File: src/logic/tart_cfg.svh
`default_nettype none

`ifndef TART_CFG_SVH
`define TART_CFG_SVH

//--------------------------------------------------
// bus geometry
`define TART_BUS_WIDTH   8
`define TART_ADR_WIDTH   7
`define TART_AQ_UNIT     4'h0     // adr[6:3]
`define TART_CTRL_UNIT   5'h03    // adr[6:2]

//--------------------------------------------------
// capture and reset
`define TART_BUF_DEPTH   16       // samples per capture
`define TART_SAMPLE_DIV  6        // fpga_clk cycles per sample
`define TART_RESET_TIME  4        // soft reset length
`define TART_ANT_WIDTH   24

`endif

`default_nettype wire
File: src/logic/tart_pkg.sv
`include "tart_cfg.svh"
`default_nettype none

package tart_pkg;

   // master side of the byte bus
   typedef struct packed {
      logic [3:0] unit;
      logic [2:0] rsel;
   } aq_adr_t;

   typedef struct packed {
      logic [4:0] unit;
      logic [1:0] rsel;
   } ctrl_adr_t;

   // same 7-bit address, seen by acquire or control
   typedef union packed {
      aq_adr_t   aq;
      ctrl_adr_t ctrl;
   } bus_adr_u;

   typedef struct packed {
      logic                       cyc;
      logic                       stb;   // held until ack
      logic                       we;
      bus_adr_u                   adr;
      logic [`TART_BUS_WIDTH-1:0] dat;
   } bus_req_t;

   typedef struct packed {
      logic                       ack;
      logic [`TART_BUS_WIDTH-1:0] dat;   // valid with ack
   } bus_rsp_t;

   typedef enum logic [2:0] {
      CAP_IDLE    = 3'd0,
      CAP_FILL    = 3'd1,
      CAP_READY   = 3'd2,
      CAP_DRAINED = 3'd3
   } cap_state_t;

   typedef logic [`TART_ANT_WIDTH-1:0] ant_t;

endpackage

`default_nettype wire

File: src/logic/tart_top.sv
`timescale 1ns/1ps
`include "tart_cfg.svh"
`default_nettype none

module tart_top (
   input  wire                  fpga_clk,
   input  wire                  rst_i,
   input  wire                  sck_i,
   input  wire                  ssel_i,
   input  wire                  mosi_i,
   output wire                  miso_o,
   input  wire tart_pkg::ant_t  ant_i,
   output wire                  led_o
);

   import tart_pkg::*;

   bus_req_t   b_req;
   bus_rsp_t   b_rsp, aq_rsp, ctrl_rsp;
   logic       aq_stb, ctrl_stb;
   logic       soft_rst;
   logic       debug_mode, aq_enable, drained;
   logic [2:0] sample_delay;
   logic [$clog2(`TART_BUF_DEPTH)-1:0] rd_index;
   ant_t       sample;
   cap_state_t cap_state;
   logic [7:0] status;

   // bit 6 was the overflow flag, now always 0
   assign status = {1'b1, 1'b0, drained, aq_enable, debug_mode, cap_state};
   assign led_o  = (cap_state >= CAP_READY) | soft_rst;   // data ready or resetting

   //--------------------------------------------------
   // spi slave, bus master side
   spi_wb_master spi_slave0 (
      .fpga_clk (fpga_clk),
      .rst_i    (rst_i),
      .sck_i    (sck_i),
      .ssel_i   (ssel_i),
      .mosi_i   (mosi_i),
      .miso_o   (miso_o),
      .status_i (status),
      .bus_o    (b_req),
      .bus_i    (b_rsp)
   );

   bus_decoder bus_dec0 (
      .fpga_clk   (fpga_clk),
      .rst_i      (rst_i),
      .bus_i      (b_req),
      .aq_stb_o   (aq_stb),
      .ctrl_stb_o (ctrl_stb),
      .aq_rsp_i   (aq_rsp),
      .ctrl_rsp_i (ctrl_rsp),
      .bus_o      (b_rsp)
   );

   //--------------------------------------------------
   // reset handler and acquisition
   tart_control wb_reset0 (
      .fpga_clk   (fpga_clk),
      .rst_i      (rst_i),
      .stb_i      (ctrl_stb),
      .bus_i      (b_req),
      .rsp_o      (ctrl_rsp),
      .status_i   (status),
      .soft_rst_o (soft_rst)
   );

   tart_acquire tart_acquire0 (
      .fpga_clk       (fpga_clk),
      .soft_rst_i     (soft_rst),
      .stb_i          (aq_stb),
      .bus_i          (b_req),
      .rsp_o          (aq_rsp),
      .sample_delay_o (sample_delay),
      .debug_mode_o   (debug_mode),
      .aq_enable_o    (aq_enable),
      .rd_index_o     (rd_index),
      .sample_i       (sample),
      .state_i        (cap_state),
      .drained_o      (drained)
   );

   capture_buffer aq_bb0 (
      .fpga_clk       (fpga_clk),
      .soft_rst_i     (soft_rst),
      .ant_i          (ant_i),
      .sample_delay_i (sample_delay),
      .debug_mode_i   (debug_mode),
      .aq_enable_i    (aq_enable),
      .rd_index_i     (rd_index),
      .sample_o       (sample),
      .drained_i      (drained),
      .state_o        (cap_state)
   );

endmodule

`default_nettype wire

File: src/logic/capture_buffer.sv
`timescale 1ns/1ps
`include "tart_cfg.svh"
`default_nettype none

module capture_buffer (
   input  wire                                fpga_clk,
   input  wire                                soft_rst_i,
   input  wire tart_pkg::ant_t                ant_i,
   input  wire [2:0]                          sample_delay_i,
   input  wire                                debug_mode_i,
   input  wire                                aq_enable_i,
   input  wire [$clog2(`TART_BUF_DEPTH)-1:0]  rd_index_i,
   output tart_pkg::ant_t                     sample_o,
   input  wire                                drained_i,
   output tart_pkg::cap_state_t               state_o
);

   import tart_pkg::*;

   localparam int IDX_W = $clog2(`TART_BUF_DEPTH);

   ant_t             mem [`TART_BUF_DEPTH];
   ant_t             ant_q;      // io register
   ant_t             dbg_cnt;    // fake antenna data
   logic [2:0]       div_cnt;    // sample phase, same width as delay
   logic [IDX_W-1:0] wr_ptr;
   logic             en_q;
   logic             strobe;

   assign strobe = div_cnt == sample_delay_i;

   always_ff @(posedge fpga_clk) begin
      ant_q <= ant_i;
      if (soft_rst_i || div_cnt == 3'(`TART_SAMPLE_DIV - 1))
         div_cnt <= '0;
      else
         div_cnt <= div_cnt + 3'd1;
   end

   //--------------------------------------------------
   // capture FSM
   always_ff @(posedge fpga_clk) begin
      if (soft_rst_i) begin
         state_o <= CAP_IDLE;
         en_q    <= 1'b0;
         wr_ptr  <= '0;
         dbg_cnt <= '0;
      end else begin
         en_q <= aq_enable_i;
         if (!aq_enable_i) begin
            state_o <= CAP_IDLE;
         end else begin
            case (state_o)
               CAP_IDLE: if (!en_q) begin   // enable just rose
                  state_o <= CAP_FILL;
                  wr_ptr  <= '0;
                  dbg_cnt <= '0;
               end
               CAP_FILL: if (strobe) begin
                  wr_ptr  <= wr_ptr + 1'b1;
                  dbg_cnt <= dbg_cnt + 1'b1;
                  if (wr_ptr == IDX_W'(`TART_BUF_DEPTH - 1))
                     state_o <= CAP_READY;
               end
               CAP_READY: if (drained_i)
                  state_o <= CAP_DRAINED;
               default: ;   // drained until enable drops
            endcase
         end
      end
   end

   // block buffer, registered read
   always_ff @(posedge fpga_clk) begin
      if (state_o == CAP_FILL && strobe)
         mem[wr_ptr] <= debug_mode_i ? dbg_cnt : ant_q;
      sample_o <= mem[rd_index_i];
   end

endmodule

`default_nettype wire

File: src/logic/tart_acquire.sv
`timescale 1ns/1ps
`include "tart_cfg.svh"
`default_nettype none

module tart_acquire (
   input  wire                                 fpga_clk,
   input  wire                                 soft_rst_i,
   input  wire                                 stb_i,
   input  wire tart_pkg::bus_req_t             bus_i,
   output tart_pkg::bus_rsp_t                  rsp_o,
   output logic [2:0]                          sample_delay_o,
   output logic                                debug_mode_o,
   output logic                                aq_enable_o,
   output logic [$clog2(`TART_BUF_DEPTH)-1:0]  rd_index_o,
   input  wire tart_pkg::ant_t                 sample_i,
   input  wire tart_pkg::cap_state_t           state_i,
   output logic                                drained_o
);

   import tart_pkg::*;

   localparam int IDX_W = $clog2(`TART_BUF_DEPTH);

   logic       ack;
   logic       rd_req, wr_req;
   logic       ready;
   logic       streaming;
   logic [1:0] byte_sel;      // 0 = low byte
   logic [7:0] sample_byte;
   logic [7:0] rd_dat;

   assign wr_req    = stb_i & ~ack & bus_i.we;
   assign rd_req    = stb_i & ~ack & ~bus_i.we;
   assign ready     = state_i == CAP_READY;
   assign streaming = rd_req & ready & (bus_i.adr.aq.rsel == 3'd0);

   always_ff @(posedge fpga_clk) begin
      if (soft_rst_i)
         ack <= 1'b0;
      else
         ack <= stb_i & ~ack;   // one cycle after stb
   end

   //--------------------------------------------------
   // control registers
   always_ff @(posedge fpga_clk) begin
      if (soft_rst_i) begin
         sample_delay_o <= '0;
         debug_mode_o   <= 1'b0;
         aq_enable_o    <= 1'b0;
      end else if (wr_req) begin
         case (bus_i.adr.aq.rsel)
            3'd5:    sample_delay_o <= bus_i.dat[2:0];
            3'd6:    debug_mode_o   <= bus_i.dat[0];
            3'd7:    aq_enable_o    <= bus_i.dat[0];
            default: ;
         endcase
      end
   end

   //--------------------------------------------------
   // sample read-back, 3 bytes per sample
   always_ff @(posedge fpga_clk) begin
      if (soft_rst_i || state_i == CAP_IDLE || state_i == CAP_FILL) begin
         byte_sel   <= '0;
         rd_index_o <= '0;
         drained_o  <= 1'b0;
      end else if (streaming) begin
         if (byte_sel == 2'd2) begin
            byte_sel   <= '0;
            rd_index_o <= rd_index_o + 1'b1;   // buffer answers next cycle
            if (rd_index_o == IDX_W'(`TART_BUF_DEPTH - 1))
               drained_o <= 1'b1;
         end else begin
            byte_sel <= byte_sel + 2'd1;
         end
      end
   end

   always_comb begin
      case (byte_sel)
         2'd0:    sample_byte = sample_i[7:0];
         2'd1:    sample_byte = sample_i[15:8];
         default: sample_byte = sample_i[23:16];
      endcase
   end

   always_ff @(posedge fpga_clk) begin
      if (rd_req) begin
         case (bus_i.adr.aq.rsel)
            3'd0:    rd_dat <= ready ? sample_byte : '0;
            3'd5:    rd_dat <= {5'd0, sample_delay_o};
            3'd6:    rd_dat <= {7'd0, debug_mode_o};
            3'd7:    rd_dat <= {7'd0, aq_enable_o};
            default: rd_dat <= '0;
         endcase
      end
   end

   assign rsp_o = '{ack: ack, dat: rd_dat};

endmodule

`default_nettype wire

File: src/logic/tart_control.sv
`timescale 1ns/1ps
`include "tart_cfg.svh"
`default_nettype none

module tart_control (
   input  wire                      fpga_clk,
   input  wire                      rst_i,
   input  wire                      stb_i,
   input  wire tart_pkg::bus_req_t  bus_i,
   output tart_pkg::bus_rsp_t       rsp_o,
   input  wire [7:0]                status_i,
   output wire                      soft_rst_o
);

   localparam int CNT_W = $clog2(`TART_RESET_TIME + 1);

   logic             ack;
   logic             req;
   logic             reg0;
   logic [7:0]       rd_dat;
   logic [CNT_W-1:0] rst_cnt;

   assign req  = stb_i & ~ack;   // first cycle of the strobe
   assign reg0 = bus_i.adr.ctrl.rsel == 2'd0;

   always_ff @(posedge fpga_clk) begin
      if (rst_i)
         ack <= 1'b0;
      else
         ack <= req;
   end

   always_ff @(posedge fpga_clk) begin
      if (req)
         rd_dat <= reg0 ? status_i : '0;   // regs 1..3 read zero
   end

   //--------------------------------------------------
   // soft reset pulse
   always_ff @(posedge fpga_clk) begin
      if (rst_i)
         rst_cnt <= '0;
      else if (req && bus_i.we && reg0)
         rst_cnt <= CNT_W'(`TART_RESET_TIME);
      else if (rst_cnt != '0)
         rst_cnt <= rst_cnt - 1'b1;
   end

   assign soft_rst_o = rst_i | (rst_cnt != '0);   // also follows hard reset
   assign rsp_o      = '{ack: ack, dat: rd_dat};

endmodule

`default_nettype wire

File: src/logic/bus_decoder.sv
`timescale 1ns/1ps
`include "tart_cfg.svh"
`default_nettype none

module bus_decoder (
   input  wire                      fpga_clk,
   input  wire                      rst_i,
   input  wire tart_pkg::bus_req_t  bus_i,
   output wire                      aq_stb_o,
   output wire                      ctrl_stb_o,
   input  wire tart_pkg::bus_rsp_t  aq_rsp_i,
   input  wire tart_pkg::bus_rsp_t  ctrl_rsp_i,
   output tart_pkg::bus_rsp_t       bus_o
);

   logic aq_hit, ctrl_hit;
   logic aq_sel, ctrl_sel;
   logic miss_ack;   // unmapped address

   assign aq_hit     = bus_i.adr.aq.unit == `TART_AQ_UNIT;
   assign ctrl_hit   = bus_i.adr.ctrl.unit == `TART_CTRL_UNIT;
   assign aq_stb_o   = bus_i.stb & aq_hit;
   assign ctrl_stb_o = bus_i.stb & ctrl_hit;

   // hold selection until the unit acks
   always_ff @(posedge fpga_clk) begin
      if (rst_i || !bus_i.cyc) begin
         aq_sel   <= 1'b0;
         ctrl_sel <= 1'b0;
         miss_ack <= 1'b0;
      end else begin
         aq_sel   <= aq_rsp_i.ack ? 1'b0 : (aq_sel | aq_stb_o);
         ctrl_sel <= ctrl_rsp_i.ack ? 1'b0 : (ctrl_sel | ctrl_stb_o);
         miss_ack <= bus_i.stb & ~aq_hit & ~ctrl_hit & ~miss_ack;
      end
   end

   assign bus_o.ack = aq_rsp_i.ack | ctrl_rsp_i.ack | miss_ack;
   assign bus_o.dat = ctrl_sel ? ctrl_rsp_i.dat :
                      aq_sel   ? aq_rsp_i.dat   : '0;   // miss reads 0

endmodule

`default_nettype wire

File: src/logic/spi_wb_master.sv
`timescale 1ns/1ps
`default_nettype none

module spi_wb_master (
   input  wire                      fpga_clk,
   input  wire                      rst_i,
   input  wire                      sck_i,
   input  wire                      ssel_i,     // active low
   input  wire                      mosi_i,
   output wire                      miso_o,
   input  wire [7:0]                status_i,
   output tart_pkg::bus_req_t       bus_o,
   input  wire tart_pkg::bus_rsp_t  bus_i
);

   logic [2:0] sck_q;
   logic [2:0] ssel_q;
   logic [1:0] mosi_q;
   logic [2:0] bit_cnt;
   logic [7:0] rx_sr;
   logic [7:0] tx_sr;
   logic [7:0] tx_buf;       // next byte to shift out
   logic [7:0] rx_byte;
   logic       cmd_phase;    // first byte of the frame
   logic       sck_rise, sck_fall, ssel_fall, active, byte_done;
   logic       cyc_q, stb_q, we_q;
   logic [6:0] adr_q;
   logic [7:0] dat_q;

   //--------------------------------------------------
   // pin synchronisers, third stage for edges
   always_ff @(posedge fpga_clk) begin
      if (rst_i) begin
         sck_q  <= '0;
         ssel_q <= '1;
      end else begin
         sck_q  <= {sck_q[1:0], sck_i};
         ssel_q <= {ssel_q[1:0], ssel_i};
      end
      mosi_q <= {mosi_q[0], mosi_i};   // same delay as sck
   end

   assign sck_rise  = sck_q[1] & ~sck_q[2];
   assign sck_fall  = ~sck_q[1] & sck_q[2];
   assign ssel_fall = ~ssel_q[1] & ssel_q[2];
   assign active    = ~ssel_q[1];
   assign rx_byte   = {rx_sr[6:0], mosi_q[1]};   // msb first
   assign byte_done = active & sck_rise & (bit_cnt == 3'd7);

   //--------------------------------------------------
   // shift registers
   always_ff @(posedge fpga_clk) begin
      if (rst_i) begin
         bit_cnt   <= '0;
         cmd_phase <= 1'b0;
         tx_sr     <= '0;
      end else if (ssel_fall) begin
         bit_cnt   <= '0;
         cmd_phase <= 1'b1;
         tx_sr     <= status_i;   // status rides out with the command
      end else if (!active) begin
         tx_sr     <= '0;         // miso idles low
      end else begin
         if (sck_rise) begin
            bit_cnt <= bit_cnt + 3'd1;
            if (bit_cnt == 3'd7)
               cmd_phase <= 1'b0;
         end
         if (sck_fall)   // byte boundary loads, else shift
            tx_sr <= (bit_cnt == 3'd0) ? tx_buf : {tx_sr[6:0], 1'b0};
      end
      if (sck_rise)
         rx_sr <= rx_byte;
   end

   assign miso_o = tx_sr[7];

   //--------------------------------------------------
   // bus transfers, one per byte
   always_ff @(posedge fpga_clk) begin
      if (rst_i || !active) begin
         cyc_q <= 1'b0;
         stb_q <= 1'b0;
         we_q  <= 1'b0;
      end else begin
         cyc_q <= 1'b1;
         if (bus_i.ack)
            stb_q <= 1'b0;   // drops the cycle after ack
         if (byte_done) begin
            if (cmd_phase) begin
               we_q  <= rx_byte[7];
               stb_q <= ~rx_byte[7];   // first read right after command
            end else begin
               stb_q <= 1'b1;          // write this byte, or prefetch next
            end
         end
      end
   end

   always_ff @(posedge fpga_clk) begin
      if (byte_done) begin
         if (cmd_phase)
            adr_q <= rx_byte[6:0];   // kept for the whole frame
         else
            dat_q <= rx_byte;
      end
      if (bus_i.ack && !we_q)
         tx_buf <= bus_i.dat;        // goes out during next byte
   end

   assign bus_o = '{cyc: cyc_q, stb: stb_q, we: we_q, adr: adr_q, dat: dat_q};

endmodule

`default_nettype wire

File: config.mk
export PLATFORM = sky130hd
export DESIGN_NAME = tart_top
export DESIGN_NICKNAME = d
export VERILOG_FILES = /design/src/logic/tart_pkg.sv /design/src/logic/tart_top.sv /design/src/logic/capture_buffer.sv /design/src/logic/tart_acquire.sv /design/src/logic/tart_control.sv /design/src/logic/bus_decoder.sv /design/src/logic/spi_wb_master.sv
export VERILOG_INCLUDE_DIRS = /design/src /design/src/logic
export SDC_FILE = /design/constraint.sdc
export NUM_CORES = 1
export LEC_CHECK = 0
export BUFFER_PORTS_ARGS = -buffer_cell sky130_fd_sc_hd__buf_2
export CAP_MARGIN = 20
export CELL_PAD_IN_SITES_DETAIL_PLACEMENT = 1
export CELL_PAD_IN_SITES_GLOBAL_PLACEMENT = 1
export CORE_ASPECT_RATIO = 0.75
export CORE_MARGIN = 2
export CORE_UTILIZATION = 40
export DETAILED_ROUTE_END_ITERATION = 7
export HOLD_SLACK_MARGIN = 0.06
export PLACE_DENSITY_LB_ADDON = 0.1
export SYNTH_ARGS = -nofsm -noshare
export SYNTH_HDL_FRONTEND = slang
export SYNTH_HIERARCHICAL = 1
export SYNTH_SLANG_ARGS = --single-unit
export TNS_END_PERCENT = 5
File: constraint.sdc
create_clock -name fpga_clk -period 3.2 [get_ports fpga_clk]
set_input_delay 0.64 -clock fpga_clk [delete_from_list [all_inputs] [get_ports fpga_clk]]
set_output_delay 0.64 -clock fpga_clk [all_outputs]
set_load 0.02 [all_outputs]
==> impl_metrics.csv <==
group,metric,value,unit
setup_path,cp_slowest_cell,"or2b_1",
power_and_ir_drop,power,14.7,mW
sta,worst_pin_slew,1.07,ns
clock_tree,cts-resized-gates,0,
grt,gr-usage-all-layers,0.197,
power_and_ir_drop,seqPwrFrac,0.527,
hold_path,hold_start,"ant_i[13]",
synth,netlist_instances,1205,
sta,min_period,2.95,ns
sta,maxSlewViolCount,0,
routing,routedWlPerCell,26.3,um
power_and_ir_drop,power_frac_comb,0.026,
routing,wl,53100,um
routing,drc_errors,0,
finish,fin_util,0.463,
grt,overflow,0,
hold_path,hold_class,"primary input to flop",
sta,setup_viol,0,
clock_tree,cts_buffers,55,
clock_tree,postCtsSetupBuffers,0,
sta,final.setup_skew,0.0185,ns
die,io_pins,31,
routing,drt_iter0_markers,890,
die,die_h,204,um
finish,nets,1307,
setup_path,slowest_delay,0.37,ns
die,start_util,0.405,
sta,period_share,0.922,
hold_path,worstHoldEndpoint,"aq_bb0/ant_q[13]",
sta,fmax,0.339,GHz
grt,grt_pass1_wl,79800,um
setup_path,start_kind,"flop",
place,place_hpwl,32100,um
finish,n_antenna_cell,0,
clock_tree,htreeDepth,2,
die,die_area,55500,um2
setup_path,cp_max_fo,7,
power_and_ir_drop,p_int,11.6,mW
routing,viasPerCell,5.50,
place,post_dp_cell_area,22700,um2
grt,grt_max_degree,96,
die,die_w,271,um
hold_path,min_path_cells,1,
clock_tree,path_clk_slew,0.06,ns
power_and_ir_drop,switchingPower,3.07,mW
power_and_ir_drop,sw_frac_of_total,0.209,
finish,regArea,15300,um2
run_status,outcome,"complete, no violations",
setup_path,crit_chain,"inv_1, ha_1, ha_1, or2b_1, or3_1, buf_2",
place,globalplace.congestion,0.766,
place,dp_slack,0.629,ns
routing,final_antenna_net_count,0,
power_and_ir_drop,leakage,7.69,nW
setup_path,r2r_cells,7,
power_and_ir_drop,clkPwrFrac,0.447,
setup_path,worstPathRequired,2.56,ns
power_and_ir_drop,power.density,599,nW/um2
finish,final_cell_area,24500,um2
setup_path,end_kind,"primary output",
power_and_ir_drop,vdd_drop_max,464,uV
sta,setup_ws,0.248,ns
clock_tree,clock_latency,0.61,ns
synth,netlist_area,21400,um2
die,core_area,53000,um2
synth,ys_warn_count,6,
clock_tree,clock_path_buffers,3,
clock_tree,cts_tree,"built",
setup_path,r2r_start,"aq_bb0/state_o[1]",
setup_path,crit_arrival,2.31,ns
setup_path,critPathTopFamily,"simple AND/OR/NAND/NOR gates",
run,max-cap-violations,0,
finish,multi_input_area,5890,um2
setup_path,cp_num_buf_inv,2,
finish,drive_gt1_frac,0.273,
clock_tree,numClockSinks,550,
grt,antenna_found_initial,3,
routing,drt_pass1_iterations,5,
setup_path,reg2reg_slack,0.73,ns
clock_tree,clockRootBuffer,"clkbuf_16",
setup_path,crit_path_frequent_cell,"ha_1",
routing,vias,11100,
die,num_rows,73,
grt,grt_pass1_vias,11700,
finish,areaGrowthSynthToFinish,14.5,%
finish,n_fill_cell,5011,
sta,hold_viol,0,
sta,slew_headroom,0.288,
synth,avgSynthCellArea,17.8,um2
setup_path,worstSetupPathType,"flop to primary output",
place,portBuffers,30,
setup_path,r2r_end,"aq_bb0/mem[4][2]",
sta,rsz0062_at_grt,"no",
clock_tree,cts_hold_buf,0,
[registers in the layout, indices dropped and copies added, names as in the netlist, 4 cells and up]
signal,count
aq_bb0/wr_ptr,4
aq_bb0/ant_q,24
tart_acquire0/rd_dat,8
tart_acquire0/rd_index_o,4
spi_slave0/rx_sr,7
spi_slave0/adr_q,7
wb_reset0/rd_dat,8
spi_slave0/tx_buf,8
aq_bb0/sample_o,24
aq_bb0/dbg_cnt,24
spi_slave0/tx_sr,8
aq_bb0/mem,384
[power by group through the flow]
stage	sequential, mW	clock [mW]	combinational (mW)
CTS	7.75	6.72	0.388
floorplan	7.89	0	0.263
global placement	7.90	0	0.371
finish	7.75	6.57	0.384
detailed placement	7.90	0	0.386
global route	7.75	6.97	0.435
[worst max-delay path by stage]
stage / cells past startpoint / to / startpoint
after global placement: 7 / aq_bb0/dbg_cnt[21] / rst_i
after global routing: 6 / led_o / wb_reset0/rst_cnt[0]
after CTS: 6 / led_o / wb_reset0/rst_cnt[0]
after detailed placement: 7 / aq_bb0/dbg_cnt[21] / rst_i
after floorplan: 7 / aq_bb0/mem[3][0] / aq_bb0/state_o[1]
final: 6 / led_o / wb_reset0/rst_cnt[0]
[stage by stage]
stage	setup TNS (ns)	instances	hold WS (ns)
6_report	0	2018	0.124
3_5_place_dp	0	1914	0.314
3_3_place_gp	0	1914	0.310
2_1_floorplan	-22.22	1207	0.310
4_1_cts	0	2018	0.0884
5_1_grt	0	2018	0.0944
[per-layer routing]
layer / up-vias / routed length (um) / track usage
met2: 207 / 24300 / 0.302
li1: 4894 / - / -
met3: 67 / 2290 / 0.0307
met4: 2 / 832 / 0.0455
met1: 5926 / 25700 / 0.296
met5: - / 18 / 0
[layout make-up]
class | instances | area share
repair buffers | 62 | 0.0225
well taps | 712 | 0.0363
clock buffers | 82 | 0.0653
inverters | 26 | 0.00398
flip-flops and latches | 550 | 0.622
multi-input cells | 564 | 0.240
clock inverters | 22 | 0.00943
[layout by cell type (no fill, tap or decap), types with 18 or more instances in the layout]
cell type	instances
nor3_1	18
nand3_1	20
o21ai_0	18
mux4_2	120
mux2i_1	20
dfxtp_1	120
a21oi_1	33
clkbuf_16	56
nor2_1	39
edfxtp_1	425
nand2_1	51
inv_1	25
buf_2	30
ha_1	19
mux2_2	30
buf_4	19
Power figures use the tool's default switching activity.
